### src/common/num_report_pkg.sv
package num_report_pkg;

	// ALU operations, 3-bit encoding.
	typedef enum logic [2:0]
	{
		ALU_ADD,
		ALU_SUB,
		ALU_AND,
		ALU_OR,
		ALU_XOR,
		ALU_SLL,
		ALU_SRL
	} alu_op_e;

	// Operand and result width.
	localparam int DATA_W = 32;

	// Ten digits cover 4294967295.
	localparam int NUM_DIGITS = 10;
	localparam int BCD_W = 4 * NUM_DIGITS;

	localparam logic [7:0] ASCII_ZERO = 8'd48;

	// UART bit period in clock cycles, small for simulation.
	localparam int CLKS_PER_BIT = 8;
	localparam int CNT_W = (CLKS_PER_BIT > 2) ? $clog2(CLKS_PER_BIT) : 1;

endpackage

### src/hdl/alu.sv
`timescale 1ns/1ps

module alu (
	input  logic                                clk,
	input  logic                                rst_n,
	input  logic                                start,
	input  logic [num_report_pkg::DATA_W-1:0]   operand_a,
	input  logic [num_report_pkg::DATA_W-1:0]   operand_b,
	input  num_report_pkg::alu_op_e             op,
	output logic [num_report_pkg::DATA_W-1:0]   result,
	output logic                                result_valid
);

	logic [num_report_pkg::DATA_W-1:0] alu_out;
	logic [4:0]                        shamt;

	// Shift amount comes from the low bits of operand b.
	assign shamt = operand_b[4:0];

	always_comb
	begin
		case (op)
			num_report_pkg::ALU_ADD: alu_out = operand_a + operand_b;
			num_report_pkg::ALU_SUB: alu_out = operand_a - operand_b;
			num_report_pkg::ALU_AND: alu_out = operand_a & operand_b;
			num_report_pkg::ALU_OR:  alu_out = operand_a | operand_b;
			num_report_pkg::ALU_XOR: alu_out = operand_a ^ operand_b;
			num_report_pkg::ALU_SLL: alu_out = operand_a << shamt;
			num_report_pkg::ALU_SRL: alu_out = operand_a >> shamt;
			default:                 alu_out = '0;
		endcase
	end

	// Result is held until the next start.
	always_ff @(posedge clk)
	begin
		if (start)
			result <= alu_out;
	end

	always_ff @(posedge clk or negedge rst_n)
	begin
		if (!rst_n)
			result_valid <= 1'b0;
		else
			result_valid <= start;
	end

endmodule

### src/hdl/bin_to_bcd.sv
`timescale 1ns/1ps

module bin_to_bcd (
	input  logic                               clk,
	input  logic                               rst_n,
	input  logic                               result_valid,
	input  logic [num_report_pkg::DATA_W-1:0]  result,
	output logic [num_report_pkg::BCD_W-1:0]   bcd,
	output logic                               bcd_valid
);

	typedef enum logic [1:0]
	{
		IDLE,
		SHIFT,
		FINISH
	} state_e;

	typedef logic [$clog2(num_report_pkg::DATA_W)-1:0] bit_cnt_t;

	state_e                             state;
	bit_cnt_t                           bit_cnt;
	logic [num_report_pkg::DATA_W-1:0]  bin_sr;
	logic [num_report_pkg::BCD_W-1:0]   digits;
	logic [num_report_pkg::BCD_W-1:0]   digits_adj;

	// Add 3 to every digit of 5 or more before the shift.
	always_comb
	begin
		digits_adj = digits;
		for (int i = 0; i < num_report_pkg::NUM_DIGITS; i++)
		begin
			if (digits[4*i +: 4] >= 4'd5)
				digits_adj[4*i +: 4] = digits[4*i +: 4] + 4'd3;
		end
	end

	always_ff @(posedge clk or negedge rst_n)
	begin
		if (!rst_n)
		begin
			state   <= IDLE;
			bit_cnt <= '0;
		end
		else
		begin
			case (state)
				IDLE:
				begin
					bit_cnt <= '0;
					if (result_valid)
						state <= SHIFT;
				end
				SHIFT:
				begin
					bit_cnt <= bit_cnt + 1'b1;
					if (bit_cnt == bit_cnt_t'(num_report_pkg::DATA_W - 1))
						state <= FINISH;
				end
				default:
					state <= IDLE;
			endcase
		end
	end

	// One bit per cycle, MSB first.
	always_ff @(posedge clk)
	begin
		if (state == IDLE && result_valid)
		begin
			bin_sr <= result;
			digits <= '0;
		end
		else if (state == SHIFT)
		begin
			bin_sr <= {bin_sr[num_report_pkg::DATA_W-2:0], 1'b0};
			digits <= {digits_adj[num_report_pkg::BCD_W-2:0], bin_sr[num_report_pkg::DATA_W-1]};
		end
	end

	assign bcd       = digits;
	assign bcd_valid = (state == FINISH);

endmodule

### src/hdl/digit_sender.sv
`timescale 1ns/1ps

module digit_sender (
	input  logic                              clk,
	input  logic                              rst_n,
	input  logic                              bcd_valid,
	input  logic [num_report_pkg::BCD_W-1:0]  bcd,
	input  logic                              tx_busy,
	output logic [7:0]                        tx_data,
	output logic                              tx_start,
	output logic                              send_done
);

	typedef enum logic [1:0]
	{
		IDLE,
		ISSUE,
		WAIT_BUSY,
		WAIT_IDLE
	} state_e;

	typedef logic [$clog2(num_report_pkg::NUM_DIGITS + 1)-1:0] idx_t;

	state_e                            state;
	idx_t                              idx;
	logic [num_report_pkg::BCD_W-1:0]  digits_q;

	always_ff @(posedge clk or negedge rst_n)
	begin
		if (!rst_n)
		begin
			state <= IDLE;
			idx   <= '0;
		end
		else
		begin
			case (state)
				IDLE:
				begin
					if (bcd_valid)
					begin
						idx   <= idx_t'(num_report_pkg::NUM_DIGITS);
						state <= ISSUE;
					end
				end
				ISSUE:
				begin
					idx   <= idx - 1'b1;
					state <= WAIT_BUSY;
				end
				WAIT_BUSY:
				begin
					if (tx_busy)
						state <= WAIT_IDLE;
				end
				WAIT_IDLE:
				begin
					// Next character once the stop bit is out.
					if (!tx_busy)
						state <= (idx == '0) ? IDLE : ISSUE;
				end
				default:
					state <= IDLE;
			endcase
		end
	end

	// Most significant digit sits on top and leaves first.
	always_ff @(posedge clk)
	begin
		if (state == IDLE && bcd_valid)
			digits_q <= bcd;
		else if (state == ISSUE)
			digits_q <= {digits_q[num_report_pkg::BCD_W-5:0], 4'd0};
	end

	assign tx_data   = num_report_pkg::ASCII_ZERO + {4'd0, digits_q[num_report_pkg::BCD_W-1 -: 4]};
	assign tx_start  = (state == ISSUE);
	assign send_done = (state == WAIT_IDLE) && !tx_busy && (idx == '0);

endmodule

### src/hdl/num_report_top.sv
`timescale 1ns/1ps

module num_report_top (
	input  logic                               clk,
	input  logic                               rst_n,
	input  logic                               start,
	input  logic [num_report_pkg::DATA_W-1:0]  operand_a,
	input  logic [num_report_pkg::DATA_W-1:0]  operand_b,
	input  num_report_pkg::alu_op_e            op,
	output logic                               tx,
	output logic                               busy,
	output logic                               report_done
);

	logic                              busy_q;
	logic                              start_ok;
	logic [num_report_pkg::DATA_W-1:0] result;
	logic                              result_valid;
	logic [num_report_pkg::BCD_W-1:0]  bcd;
	logic                              bcd_valid;
	logic [7:0]                        tx_data;
	logic                              tx_start;
	logic                              tx_busy;
	logic                              send_done;

	// Only one report in flight.
	assign start_ok = start && !busy;

	always_ff @(posedge clk or negedge rst_n)
	begin
		if (!rst_n)
			busy_q <= 1'b0;
		else if (start_ok)
			busy_q <= 1'b1;
		else if (send_done)
			busy_q <= 1'b0;
	end

	// Drops together with the done pulse.
	assign busy        = busy_q && !send_done;
	assign report_done = send_done;

	alu i_alu (
		.clk          (clk),
		.rst_n        (rst_n),
		.start        (start_ok),
		.operand_a    (operand_a),
		.operand_b    (operand_b),
		.op           (op),
		.result       (result),
		.result_valid (result_valid)
	);

	bin_to_bcd i_bin_to_bcd (
		.clk          (clk),
		.rst_n        (rst_n),
		.result_valid (result_valid),
		.result       (result),
		.bcd          (bcd),
		.bcd_valid    (bcd_valid)
	);

	digit_sender i_digit_sender (
		.clk       (clk),
		.rst_n     (rst_n),
		.bcd_valid (bcd_valid),
		.bcd       (bcd),
		.tx_busy   (tx_busy),
		.tx_data   (tx_data),
		.tx_start  (tx_start),
		.send_done (send_done)
	);

	uart_tx i_uart_tx (
		.clk      (clk),
		.rst_n    (rst_n),
		.tx_start (tx_start),
		.tx_data  (tx_data),
		.tx       (tx),
		.tx_busy  (tx_busy)
	);

endmodule

### src/uart_tx/uart_tx.sv
`timescale 1ns/1ps

module uart_tx (
	input  logic        clk,
	input  logic        rst_n,
	input  logic        tx_start,
	input  logic [7:0]  tx_data,
	output logic        tx,
	output logic        tx_busy
);

	typedef logic [num_report_pkg::CNT_W-1:0] clk_cnt_t;

	logic [9:0]  frame;
	clk_cnt_t    clk_cnt;
	logic [3:0]  bit_cnt;
	logic        bit_end;

	assign bit_end = (clk_cnt == clk_cnt_t'(num_report_pkg::CLKS_PER_BIT - 1));

	always_ff @(posedge clk or negedge rst_n)
	begin
		if (!rst_n)
		begin
			frame   <= '1;
			clk_cnt <= '0;
			bit_cnt <= '0;
			tx_busy <= 1'b0;
		end
		else if (!tx_busy)
		begin
			clk_cnt <= '0;
			bit_cnt <= '0;
			if (tx_start)
			begin
				// Stop bit, data LSB first, start bit at the bottom.
				frame   <= {1'b1, tx_data, 1'b0};
				tx_busy <= 1'b1;
			end
		end
		else if (bit_end)
		begin
			clk_cnt <= '0;
			frame   <= {1'b1, frame[9:1]};
			if (bit_cnt == 4'd9)
				tx_busy <= 1'b0;
			else
				bit_cnt <= bit_cnt + 1'b1;
		end
		else
		begin
			clk_cnt <= clk_cnt + 1'b1;
		end
	end

	// Line idles high since the frame refills with ones.
	assign tx = frame[0];

endmodule
### config.mk
export PLATFORM = sky130hd
export DESIGN_NAME = num_report_top
export DESIGN_NICKNAME = d
export VERILOG_FILES = /design/src/common/num_report_pkg.sv /design/src/hdl/alu.sv /design/src/hdl/bin_to_bcd.sv /design/src/hdl/digit_sender.sv /design/src/hdl/num_report_top.sv /design/src/uart_tx/uart_tx.sv
export SDC_FILE = /design/constraint.sdc
export NUM_CORES = 1
export LEC_CHECK = 0
export BUFFER_PORTS_ARGS = -buffer_cell sky130_fd_sc_hd__buf_2
export CELL_PAD_IN_SITES_DETAIL_PLACEMENT = 1
export CELL_PAD_IN_SITES_GLOBAL_PLACEMENT = 1
export CORE_ASPECT_RATIO = 0.9
export CORE_MARGIN = 2
export CORE_UTILIZATION = 35
export CTS_CLUSTER_SIZE = 28
export DETAILED_ROUTE_END_ITERATION = 10
export PLACE_DENSITY = 0.7
export SLEW_MARGIN = 0
export SYNTH_ARGS = -nofsm -noshare
export SYNTH_HDL_FRONTEND = slang
export SYNTH_SLANG_ARGS = --single-unit
### constraint.sdc
create_clock -name clk -period 5.51 [get_ports clk]
set_input_delay 1.102 -clock clk [delete_from_list [all_inputs] [get_ports clk]]
set_output_delay 1.102 -clock clk [all_outputs]
set_load 0.02 [all_outputs]
## After elaboration in Yosys (flattened, before gate mapping)

Index checks and enable logic that the tools add are counted.

| cells by class | value |
|---|---|
| add/sub/neg operators | 17 |
| magnitude comparators | 10 |
| eq/ne operators | 21 |
| shift operators | 2 |
| multiplexer cells | 40 |
| bitwise gates (word level) | 3 |
| reductions and logical operators | 24 |

Operators by type and width:

| kind | count |
|---|---|
| one-hot mux 32 bit (7 select lines) | 1 |
| two-way mux 40 bit | 2 |
| two-way mux 32 bit | 2 |
| two-way mux 4 bit | 13 |
| >= comparator 4 x 3 -> 1 bit (second input constant) | 10 |
| adder 4 x 2 -> 4 bit (second input constant) | 9 |
| adder 32 bit | 1 |
| bitwise AND 32 bit | 1 |
| OR 32 bit | 1 |
| left shift 32 x 5 -> 32 bit | 1 |
| >> shifter 32 x 5 -> 32 bit | 1 |
| subtractor 32 bit | 1 |
| XOR 32 bit | 1 |
| two-way mux 10 bit | 3 |
| equality test 3 bit (second input constant) | 4 |
| nonzero test 2 bit | 6 |
| two-way mux 2 bit | 5 |
| one-hot mux 5 bit (2 select lines) | 1 |
| two-way mux 3 bit | 3 |
| inequality test 2 bit (second input constant) | 4 |
| one-hot mux 2 bit (4 select lines) | 1 |
| one-hot mux 4 bit (2 select lines) | 1 |
| AND reduction 2 bit | 4 |
| adder 6 x 4 -> 7 bit (first input constant) | 1 |
| 20 further kinds | 40 |

| word-level totals | value |
|---|---|
| flip-flop bits (word level) | 177 |
| bits of input ports | 70 |
| output and inout port bits | 3 |
| logic and storage cells | 131 |

## Logic depth before layout (Yosys ltp)

Gate-level depths: netlist of the first run.

| depth | value |
|---|---|
| depth after elaboration | 8 |
| depth in mapped cells | 20 |
| depth with buffers taken out | 16 |

## Cells and area by module

Synthesis of the first run repeated with hierarchy kept, for this count alone.

| unflattened totals | value |
|---|---|
| cells, all modules | 1714 |
| area total of the unflattened synthesis | 15939.0 µm² |

Modules (own cells, without submodules):

| module | times used | cells each | area each (µm²) | seq. area each (µm²) |
|---|---|---|---|---|
| alu | 1 | 1129 | 8821.0 | 985.9 |
| bin_to_bcd | 1 | 350 | 3907.5 | 1936.9 |
| digit_sender | 1 | 148 | 2223.4 | 1351.3 |
| uart_tx | 1 | 82 | 929.6 | 436.7 |
| num_report_top | 1 | 5 | 57.6 | 25.0 |

## Worst setup path after synthesis of the first run

No wires, ideal clock.

| timing | value |
|---|---|
| kind | input -> register |
| start point | input operand_b[1] (netlist name) |
| end point | register i_alu.result[29] (netlist name), data pin |
| setup time | 259 ps |
| arrival | 5144 ps |
| data required time | 5251 ps |
| slack | 108 ps |
| cell stages on the path | 19 |
| buffers on the path | 4 |
| path through | buf_2 clkinv_1 buf_2 clkbuf_1 ha_1 and4_1 nand2_1 o21ai_0 o21ai_0 xnor2_1 ha_1 clkbuf_1 nand4_1 or2_2 nor4_1 o311ai_0 nand3_1 xor2_1 a211o_1 |

| on the way | value |
|---|---|
| longest elaborated chain between the ends | 2 |
| elaborated cells on any way between the ends | 5 |
| those cells by class | 2 x add/sub; 2 x shift; 1 x mux |

RTL lines:

| element | RTL line | RTL |
|---|---|---|
| start: declaration | num_report_top.sv:8 | `input logic [num_report_pkg::DATA_W-1:0] operand_b,` |
| subtractor 32 bit, or another cell as far along | alu.sv:24 | `num_report_pkg::ALU_SUB: alu_out = operand_a - operand_b;` |
| one-hot mux 32 bit (7 select lines) * | alu.sv:22 | `case (op)` |
| named net i_alu.alu_out, one bit | alu.sv:14 | `logic [num_report_pkg::DATA_W-1:0] alu_out;` |
| end signal: assignment | alu.sv:38 | `result <= alu_out;` |
| end: declaration | alu.sv:10 | `output logic [num_report_pkg::DATA_W-1:0] result,` |

The timed path passes the listed nets; every way through them passes the cells marked *.
A chain may end at the register's enable or synchronous reset.

## Worst setup path in the final report of the first run

| timing | value |
|---|---|
| start point | input operand_b[11] (netlist name) |
| end point | register i_alu.result[29] (netlist name), data pin |

| on the way | value |
|---|---|
| longest elaborated chain between the ends | 2 |
| elaborated cells on any way between the ends | 3 |
| those cells by class | 2 x add/sub; 1 x mux |

RTL lines:

| element | RTL line |
|---|---|
| subtractor 32 bit / adder 32 bit (equally long branches) | alu.sv:24, alu.sv:23 |
| one-hot mux 32 bit (7 select lines) * | alu.sv:22 |
| named net i_alu.alu_out, one bit | alu.sv:14 |

Marked as above.

==> flow_summary_export.csv, run 1 <==
group,metric,value,unit
outcome,status,"complete, no violations",
synthesis,syn_nets,1964,
critical_path,r2r_setup_slack,2.81,ns
worst_hold_path,min_path_type,"register to register",
synthesis,avgSynthCellArea,8.64,um2
grt,grt_use_total,25.3,%
routing,firstDrtPassIters,5,
critical_path,path_class,"input port to register",
finish,drive_gt1_share,14.0,%
grt,grt_antenna_before_repair,1,
clocking,clock_path_buffers,2,
clocking,cts_buffers,17,
routing,routed_wl,57000,um
synthesis,synth_top_cell_area_share,20.5,%
synthesis,synth_area,15200,um2
synthesis,ys_ff_latch,176,
grt,grt_pass1_wl,87900,um
synthesis,ys_types,72,
placed_design,dp.cells,2333,
synthesis,synth.most_common_cell,"nand2_1",
clocking,cts.repair.resized,0,
sta,fin_setup_tns,0,ns
routing,dr.first_iter.drc_count,1312,
synthesis,async_flop_share,18.2,%
grt,overflow,0,
sta,tightest_slew,1.10,ns
synthesis,synthTopCellsByCount,"nand2_1 (218), o21ai_0 (150), nor2_1 (129)",
floorplan,num_io_pins,73,
sta,finalSetupViolCount,0,
placed_design,place_congestion,0.989,
finish,nNetsFinal,1996,
floorplan,core_area,43000,um2
clocking,cts.clk_slew.worst_paths,0.07,ns
grt,grt_pass1_vias,14400,
floorplan,die_y,202,um
clocking,cts_tree,"built",
worst_hold_path,min_delay_path_depth,2,
synthesis,ys_warn_count,0,
critical_path,rr_worst_depth,5,
grt,grt_max_degree,67,
grt,met3_usage,6.44,%
sta,slew_violations,0,
sta,rsz0062_at_grt,"no",
sta,finalCriticalPeriod,5.13,ns
clocking,root_buffer,"clkbuf_16",
critical_path,cp_max_fo,6,
clocking,htree_num_levels,4,
routing,drc_errors,0,
floorplan,fp-row-count,72,
grt,grt_busiest_layer,"met2",
routing,vias,14200,
routing,ant_nets,0,
critical_path,slowest_delay,0.58,ns
sta,finalHoldViolCount,0,
routing,route.detailed.wl_per_inst,24.1,um
sta,fmax,0.195,GHz
power_and_ir_drop,peakVddDrop,0.000223,V
finish,finalNonFillerCells,2366,
job,maxCapViolations,0,
routing,viasPerCell,6.02,
clocking,cts_sinks,176,
placed_design,hpwl,43200,um
floorplan,start_util,35.5,%
clocking,insertion_delay,0.44,ns
critical_path,critPathRequiredTime,5.71,ns
critical_path,end_kind,"register",
power_and_ir_drop,p_leak,6.57,nW
critical_path,crit_path_cell_trace,"buf_2 -> or4_4 -> or4_4 -> o21ai_0 -> o21ai_0 -> a21oi_1 -> xnor2_1 -> ha_1 -> nand4_1 -> or2_2 -> nor4_1 -> o311ai_0 -> nand3_1 -> xor2_1 -> a211o_1",
critical_path,start_kind,"input port",
finish,syn_to_final_growth,10.6,%
sta,period_share,93.1,%
placed_design,dpl_cell_area,16300,um2
grt,use_met2,38.4,%
synthesis,ys_top_cells_by_area,"edfxtp_1 (20%), ha_1 (11%), mux4_2 (5.6%), nand2_1 (5.4%), dfxtp_1 (5.3%)",
power_and_ir_drop,p_total,0.00361,W
power_and_ir_drop,p_per_area,214,nW/um2
synthesis,synthFlopType,"edfxtp_1",
floorplan,die-width,224,um
finish,final_cell_area,16900,um2
synthesis,synth_edf_count,104,
sta,slew_headroom,27.0,%
grt,use_met1,35.8,%
critical_path,worstPathArrival,5.33,ns
synthesis,yosysTopAreaCell,"edfxtp_1",
critical_path,crit_path_top_delay_cell,"or4_4",
clocking,cts_setup_buffers,0,
placed_design,port_buffers,72,
clocking,cts_hold_buf,0,
synthesis,synth_seq_area_share,31.1,%
synthesis,postSynthCellCount,1765,
floorplan,dieArea,45300,um2
sta,fin_skew,0.00952,ns
## state kept, by name, indices dropped and copies added (netlist names), 3 cells and up
signal	flops
i_bin_to_bcd.bcd	40
i_digit_sender.digits_q	40
i_alu.result	32
i_bin_to_bcd.bin_sr	32
i_uart_tx.frame	9
i_bin_to_bcd.bit_cnt	5
i_digit_sender.idx	4
i_uart_tx.bit_cnt	4
i_uart_tx.clk_cnt	3
## area by class of cell
cell class,count,area [um2]
well taps,555,694
clock buffers,18,429
fillers,5045,26100
inverters,115,432
clock inverters,14,139
flip-flops and latches,176,4740
multi-input cells,1365,9680
diodes,1,2.50
repair buffers,122,751
## kinds of logic (layout without fill, tap and decap cells)
kind of cell | Yosys count | count (layout) | synth area share (%)
and+or+nand+nor | 521 | 521 | 15.2
AOI/OAI and AO/OA | 502 | 502 | 20.7
buffers and inverters | 224 | 269 | 5.65
DFF | 176 | 176 | 31.1
muxes | 139 | 139 | 12.5
adders and majority gates | 129 | 129 | 10.6
xor gates and xnor gates | 74 | 74 | 4.25
other | 0 | 1 | 0
## worst max-delay path: cells and delay by family
| family | cells | cell delay, ns |
|---|---|---|
| AND/OR/NAND/NOR | 6 | 2.13 |
| adder cells (fa/ha/maj) | 1 | 0.39 |
| buffers and inverters | 1 | 0.15 |
| XOR/XNOR | 2 | 0.15 |
| AO/OA/AOI/OAI | 5 | 1.40 |
## cell usage in the layout (no fill, tap or decap), types with 14 or more instances in the layout
| master | instances |
|---|---|
| nor2_1 | 129 |
| nand2b_1 | 19 |
| xor2_1 | 18 |
| clkbuf_16 | 17 |
| buf_4 | 50 |
| a21oi_1 | 125 |
| o21ai_0 | 150 |
| mux2_2 | 36 |
| o31ai_1 | 16 |
| buf_2 | 71 |
| a211o_1 | 14 |
| nor3_1 | 25 |
| nand3_1 | 59 |
| ha_1 | 128 |
| inv_1 | 111 |
| mux2i_1 | 65 |
| a22oi_1 | 32 |
| edfxtp_1 | 104 |
| mux4_2 | 38 |
| nand2_1 | 216 |
| dfxtp_1 | 40 |
| o221ai_1 | 14 |
| xnor2_1 | 56 |
| dfrtp_1 | 23 |
| o211ai_1 | 16 |
| o22ai_1 | 32 |
| a211oi_1 | 19 |
## metrics by stage
| step | worst slack [ns] | utilization, % | hold WS, ns |
|---|---|---|---|
| after floorplan | 0.108 | - | 0.414 |
| after global placement | 0.116 | 37.9 | 0.424 |
| after detailed placement | 0.0457 | 37.9 | 0.439 |
| after CTS | 0.473 | 39.2 | 0.449 |
| after global routing | 0.178 | 39.2 | 0.477 |
| final | 0.382 | 39.2 | 0.444 |
## path summary, 6_finish.rpt
check                                                          from                              endpoint
worst max-delay path                                  operand_b[11]            i_alu.result[29]$_DFFE_PP_
worst min-delay path              i_bin_to_bcd.bin_sr[31]$_DFFE_PP_      i_bin_to_bcd.bcd[0]$_SDFFE_PP0P_
worst max register to register  i_digit_sender.state[0]$_DFFE_PN0P_  i_digit_sender.digits_q[9]$_DFFE_PP_
worst min register to register    i_bin_to_bcd.bin_sr[31]$_DFFE_PP_      i_bin_to_bcd.bcd[0]$_SDFFE_PP0P_
max in group asynchronous                                     rst_n           i_uart_tx.tx_busy$_DFF_PN0_
min in group asynchronous                                     rst_n      i_uart_tx.bit_cnt[3]$_DFFE_PN0P_
## routing by layer
metal | routed length (um) | share of wire [%]
met5 | 0 | 0
met4 | 1150 | 2.0
met3 | 4970 | 8.7
met2 | 24700 | 43
met1 | 26200 | 46
## power breakdown
| group | total (W) | leakage (nW) | switching, W | internal [W] |
|---|---|---|---|---|
| Sequential | 0.00139 | 1.40 | 0 | 0.00139 |
| Clock | 0.00120 | 0.278 | 0.000529 | 0.000666 |
| Combinational | 0.00102 | 4.89 | 0.000653 | 0.000366 |
| Total | 0.00361 | 6.57 | 0.00118 | 0.00243 |
No activity file was read; power rests on OpenSTA's default activity.
==> inputs of run 2 (changes only) <==
- PLACE_DENSITY: 0.7 -> 0.61
- SLEW_MARGIN: 0 -> unset
==> run 2 against run 1 <==
  * Final cell count shrank 0.17%
  * Non-clock buffer count decreased by 3
  * Critical path type unchanged
  * Clock skew hardly changed
  * Setup slack better by 0.092 ns
  * Total power up 0.12%
==> flow_summary_export.csv, run 2 (synthesized netlist as in run 1, its figures left out) <==
group,metric,value,unit
outcome,status,"complete, no violations",
critical_path,crit_path_cell_trace,"buf_2 -> or4_4 -> or4_4 -> o21ai_0 -> o21ai_0 -> a21oi_1 -> xnor2_1 -> ha_1 -> nand4_1 -> or2_2 -> nor4_1 -> o311ai_0 -> nand3_1 -> xor2_1 -> a211o_1",
sta,slew_headroom,27.8,%
sta,slew_violations,0,
critical_path,crit_path_top_delay_cell,"or4_4",
finish,drive_gt1_share,13.8,%
power_and_ir_drop,comb_power_share,27.9,%
critical_path,worstPathArrival,5.23,ns
power_and_ir_drop,p_leak,6.56,nW
routing,dr.first_iter.drc_count,1200,
floorplan,dieArea,45300,um2
sta,finalHoldViolCount,0,
sta,fmax,0.199,GHz
critical_path,critPathRequiredTime,5.70,ns
floorplan,die-width,224,um
clocking,cts_buffers,17,
power_and_ir_drop,pwr-share-seq,38.6,%
routing,vias,14000,
routing,firstDrtPassIters,5,
sta,fin_setup_tns,0,ns
routing,ant_nets,0,
worst_hold_path,min_path_type,"register to register",
critical_path,worst_path_dominant_cell_family,"simple AND/OR/NAND/NOR gates",
placed_design,place_congestion,0.968,
power_and_ir_drop,power_switching_share,32.8,%
routing,viasPerCell,5.92,
sta,setup_slack,0.474,ns
floorplan,start_util,35.5,%
floorplan,fp-row-count,72,
routing,route.detailed.wl_per_inst,23.5,um
clocking,cts.clk_slew.worst_paths,0.07,ns
power_and_ir_drop,p_per_area,214,nW/um2
power_and_ir_drop,power.internal,0.00243,W
sta,period_share,91.4,%
clocking,clock_path_buffers,2,
power_and_ir_drop,peakVddDrop,0.000227,V
routing,drc_errors,0,
power_and_ir_drop,clkPwrFrac,33.5,%
critical_path,path_buf_inv,1,
critical_path,cp_max_fo,6,
grt,grt_antenna_before_repair,0,
sta,fin_skew,0.00984,ns
sta,finalSetupViolCount,0,
sta,whs,0.453,ns
grt,grt_use_total,24.5,%
critical_path,slowest_delay,0.59,ns
finish,nNetsFinal,1993,
floorplan,core_area,43000,um2
clocking,root_buffer,"clkbuf_16",
routing,routed_wl,55500,um
clocking,cts_hold_buf,0,
job,maxCapViolations,0,
finish,final_util,39.2,%
floorplan,num_io_pins,73,
finish,final_common_cell,"nand2_1",
grt,grt_max_degree,65,
clocking,insertion_delay,0.44,ns
critical_path,end_kind,"register",
clocking,cts_tree,"built",
clocking,cts.repair.resized,0,
placed_design,place_ws,0.143,ns
finish,final_cell_mix,"nand2_1 (216), o21ai_0 (150), nor2_1 (129), ha_1 (128), a21oi_1 (125)",
placed_design,hpwl,42900,um
critical_path,path_class,"input port to register",
critical_path,start_kind,"input port",
grt,grt_pass1_vias,13800,
clocking,cts_sinks,176,
grt,overflow,0,
sta,finalCriticalPeriod,5.04,ns
grt,grt_pass1_wl,84700,um
sta,rsz0062_at_grt,"no",
finish,diodes,0,
power_and_ir_drop,p_total,0.00361,W
sta,tightest_slew,1.08,ns
finish,syn_to_final_growth,10.5,%
clocking,htree_num_levels,4,
placed_design,port_buffers,72,
power_and_ir_drop,p_sw,0.00118,W
clocking,cts_setup_buffers,0,
floorplan,die_y,202,um
==> run 2: layout make-up <==
type                       count  area, um2
sequential                   176       4740
fill                        5038      26100
timing repair buffer         119        728
multi-input combinational   1365       9670
inverter                     115        432
clock inverter                15        158
tap                          555        694
clock buffer                  17        425
==> run 2: power by group through the flow <==
stage | sequential, W | clock [W] | combinational [W]
2_1_floorplan | 0.00142 | 0 | 0.000606
3_3_place_gp | 0.00142 | 0 | 0.000975
3_5_place_dp | 0.00142 | 0 | 0.000983
4_1_cts | 0.00139 | 0.00126 | 0.000988
5_1_grt | 0.00139 | 0.00130 | 0.00108
6_report | 0.00139 | 0.00121 | 0.00101
==> run 2: metrics by stage <==
stage                     instance area, um2  std cells
after floorplan                        15200       1765
after global placement                 16300       2330
after detailed placement               16300       2330
after CTS                              16800       2362
after global routing                   16800       2362
final                                  16800       2362
==> run 2: worst paths after layout <==
check / depth (start not counted) / from / slack [ns] / end
setup / recovery: 15 / operand_b[11] / 0.47 / i_alu.result[29]$_DFFE_PP_
hold / removal: 1 / i_uart_tx.clk_cnt[0]$_DFF_PN0_ / 0.45 / i_uart_tx.clk_cnt[0]$_DFF_PN0_
setup reg to reg: 5 / i_digit_sender.state[0]$_DFFE_PN0P_ / 2.89 / i_digit_sender.digits_q[11]$_DFFE_PP_
hold reg to reg: 1 / i_uart_tx.clk_cnt[0]$_DFF_PN0_ / 0.45 / i_uart_tx.clk_cnt[0]$_DFF_PN0_
max in group asynchronous: 1 / rst_n / 4.32 / i_digit_sender.state[0]$_DFFE_PN0P_
min in group asynchronous: 1 / rst_n / 0.72 / i_digit_sender.state[1]$_DFFE_PN0P_
==> run 2: per-layer routing <==
layer | share of wire (%) | wire length, um | track usage [%] | up-vias
met2 | 43 | 23700 | 36.0 | 417
li1 | - | - | - | 6502
met3 | 7.5 | 4170 | 5.70 | 65
met5 | 0 | 0 | 0 | -
met1 | 48 | 26500 | 35.8 | 7003
met4 | 2.1 | 1170 | 6.36 | 0
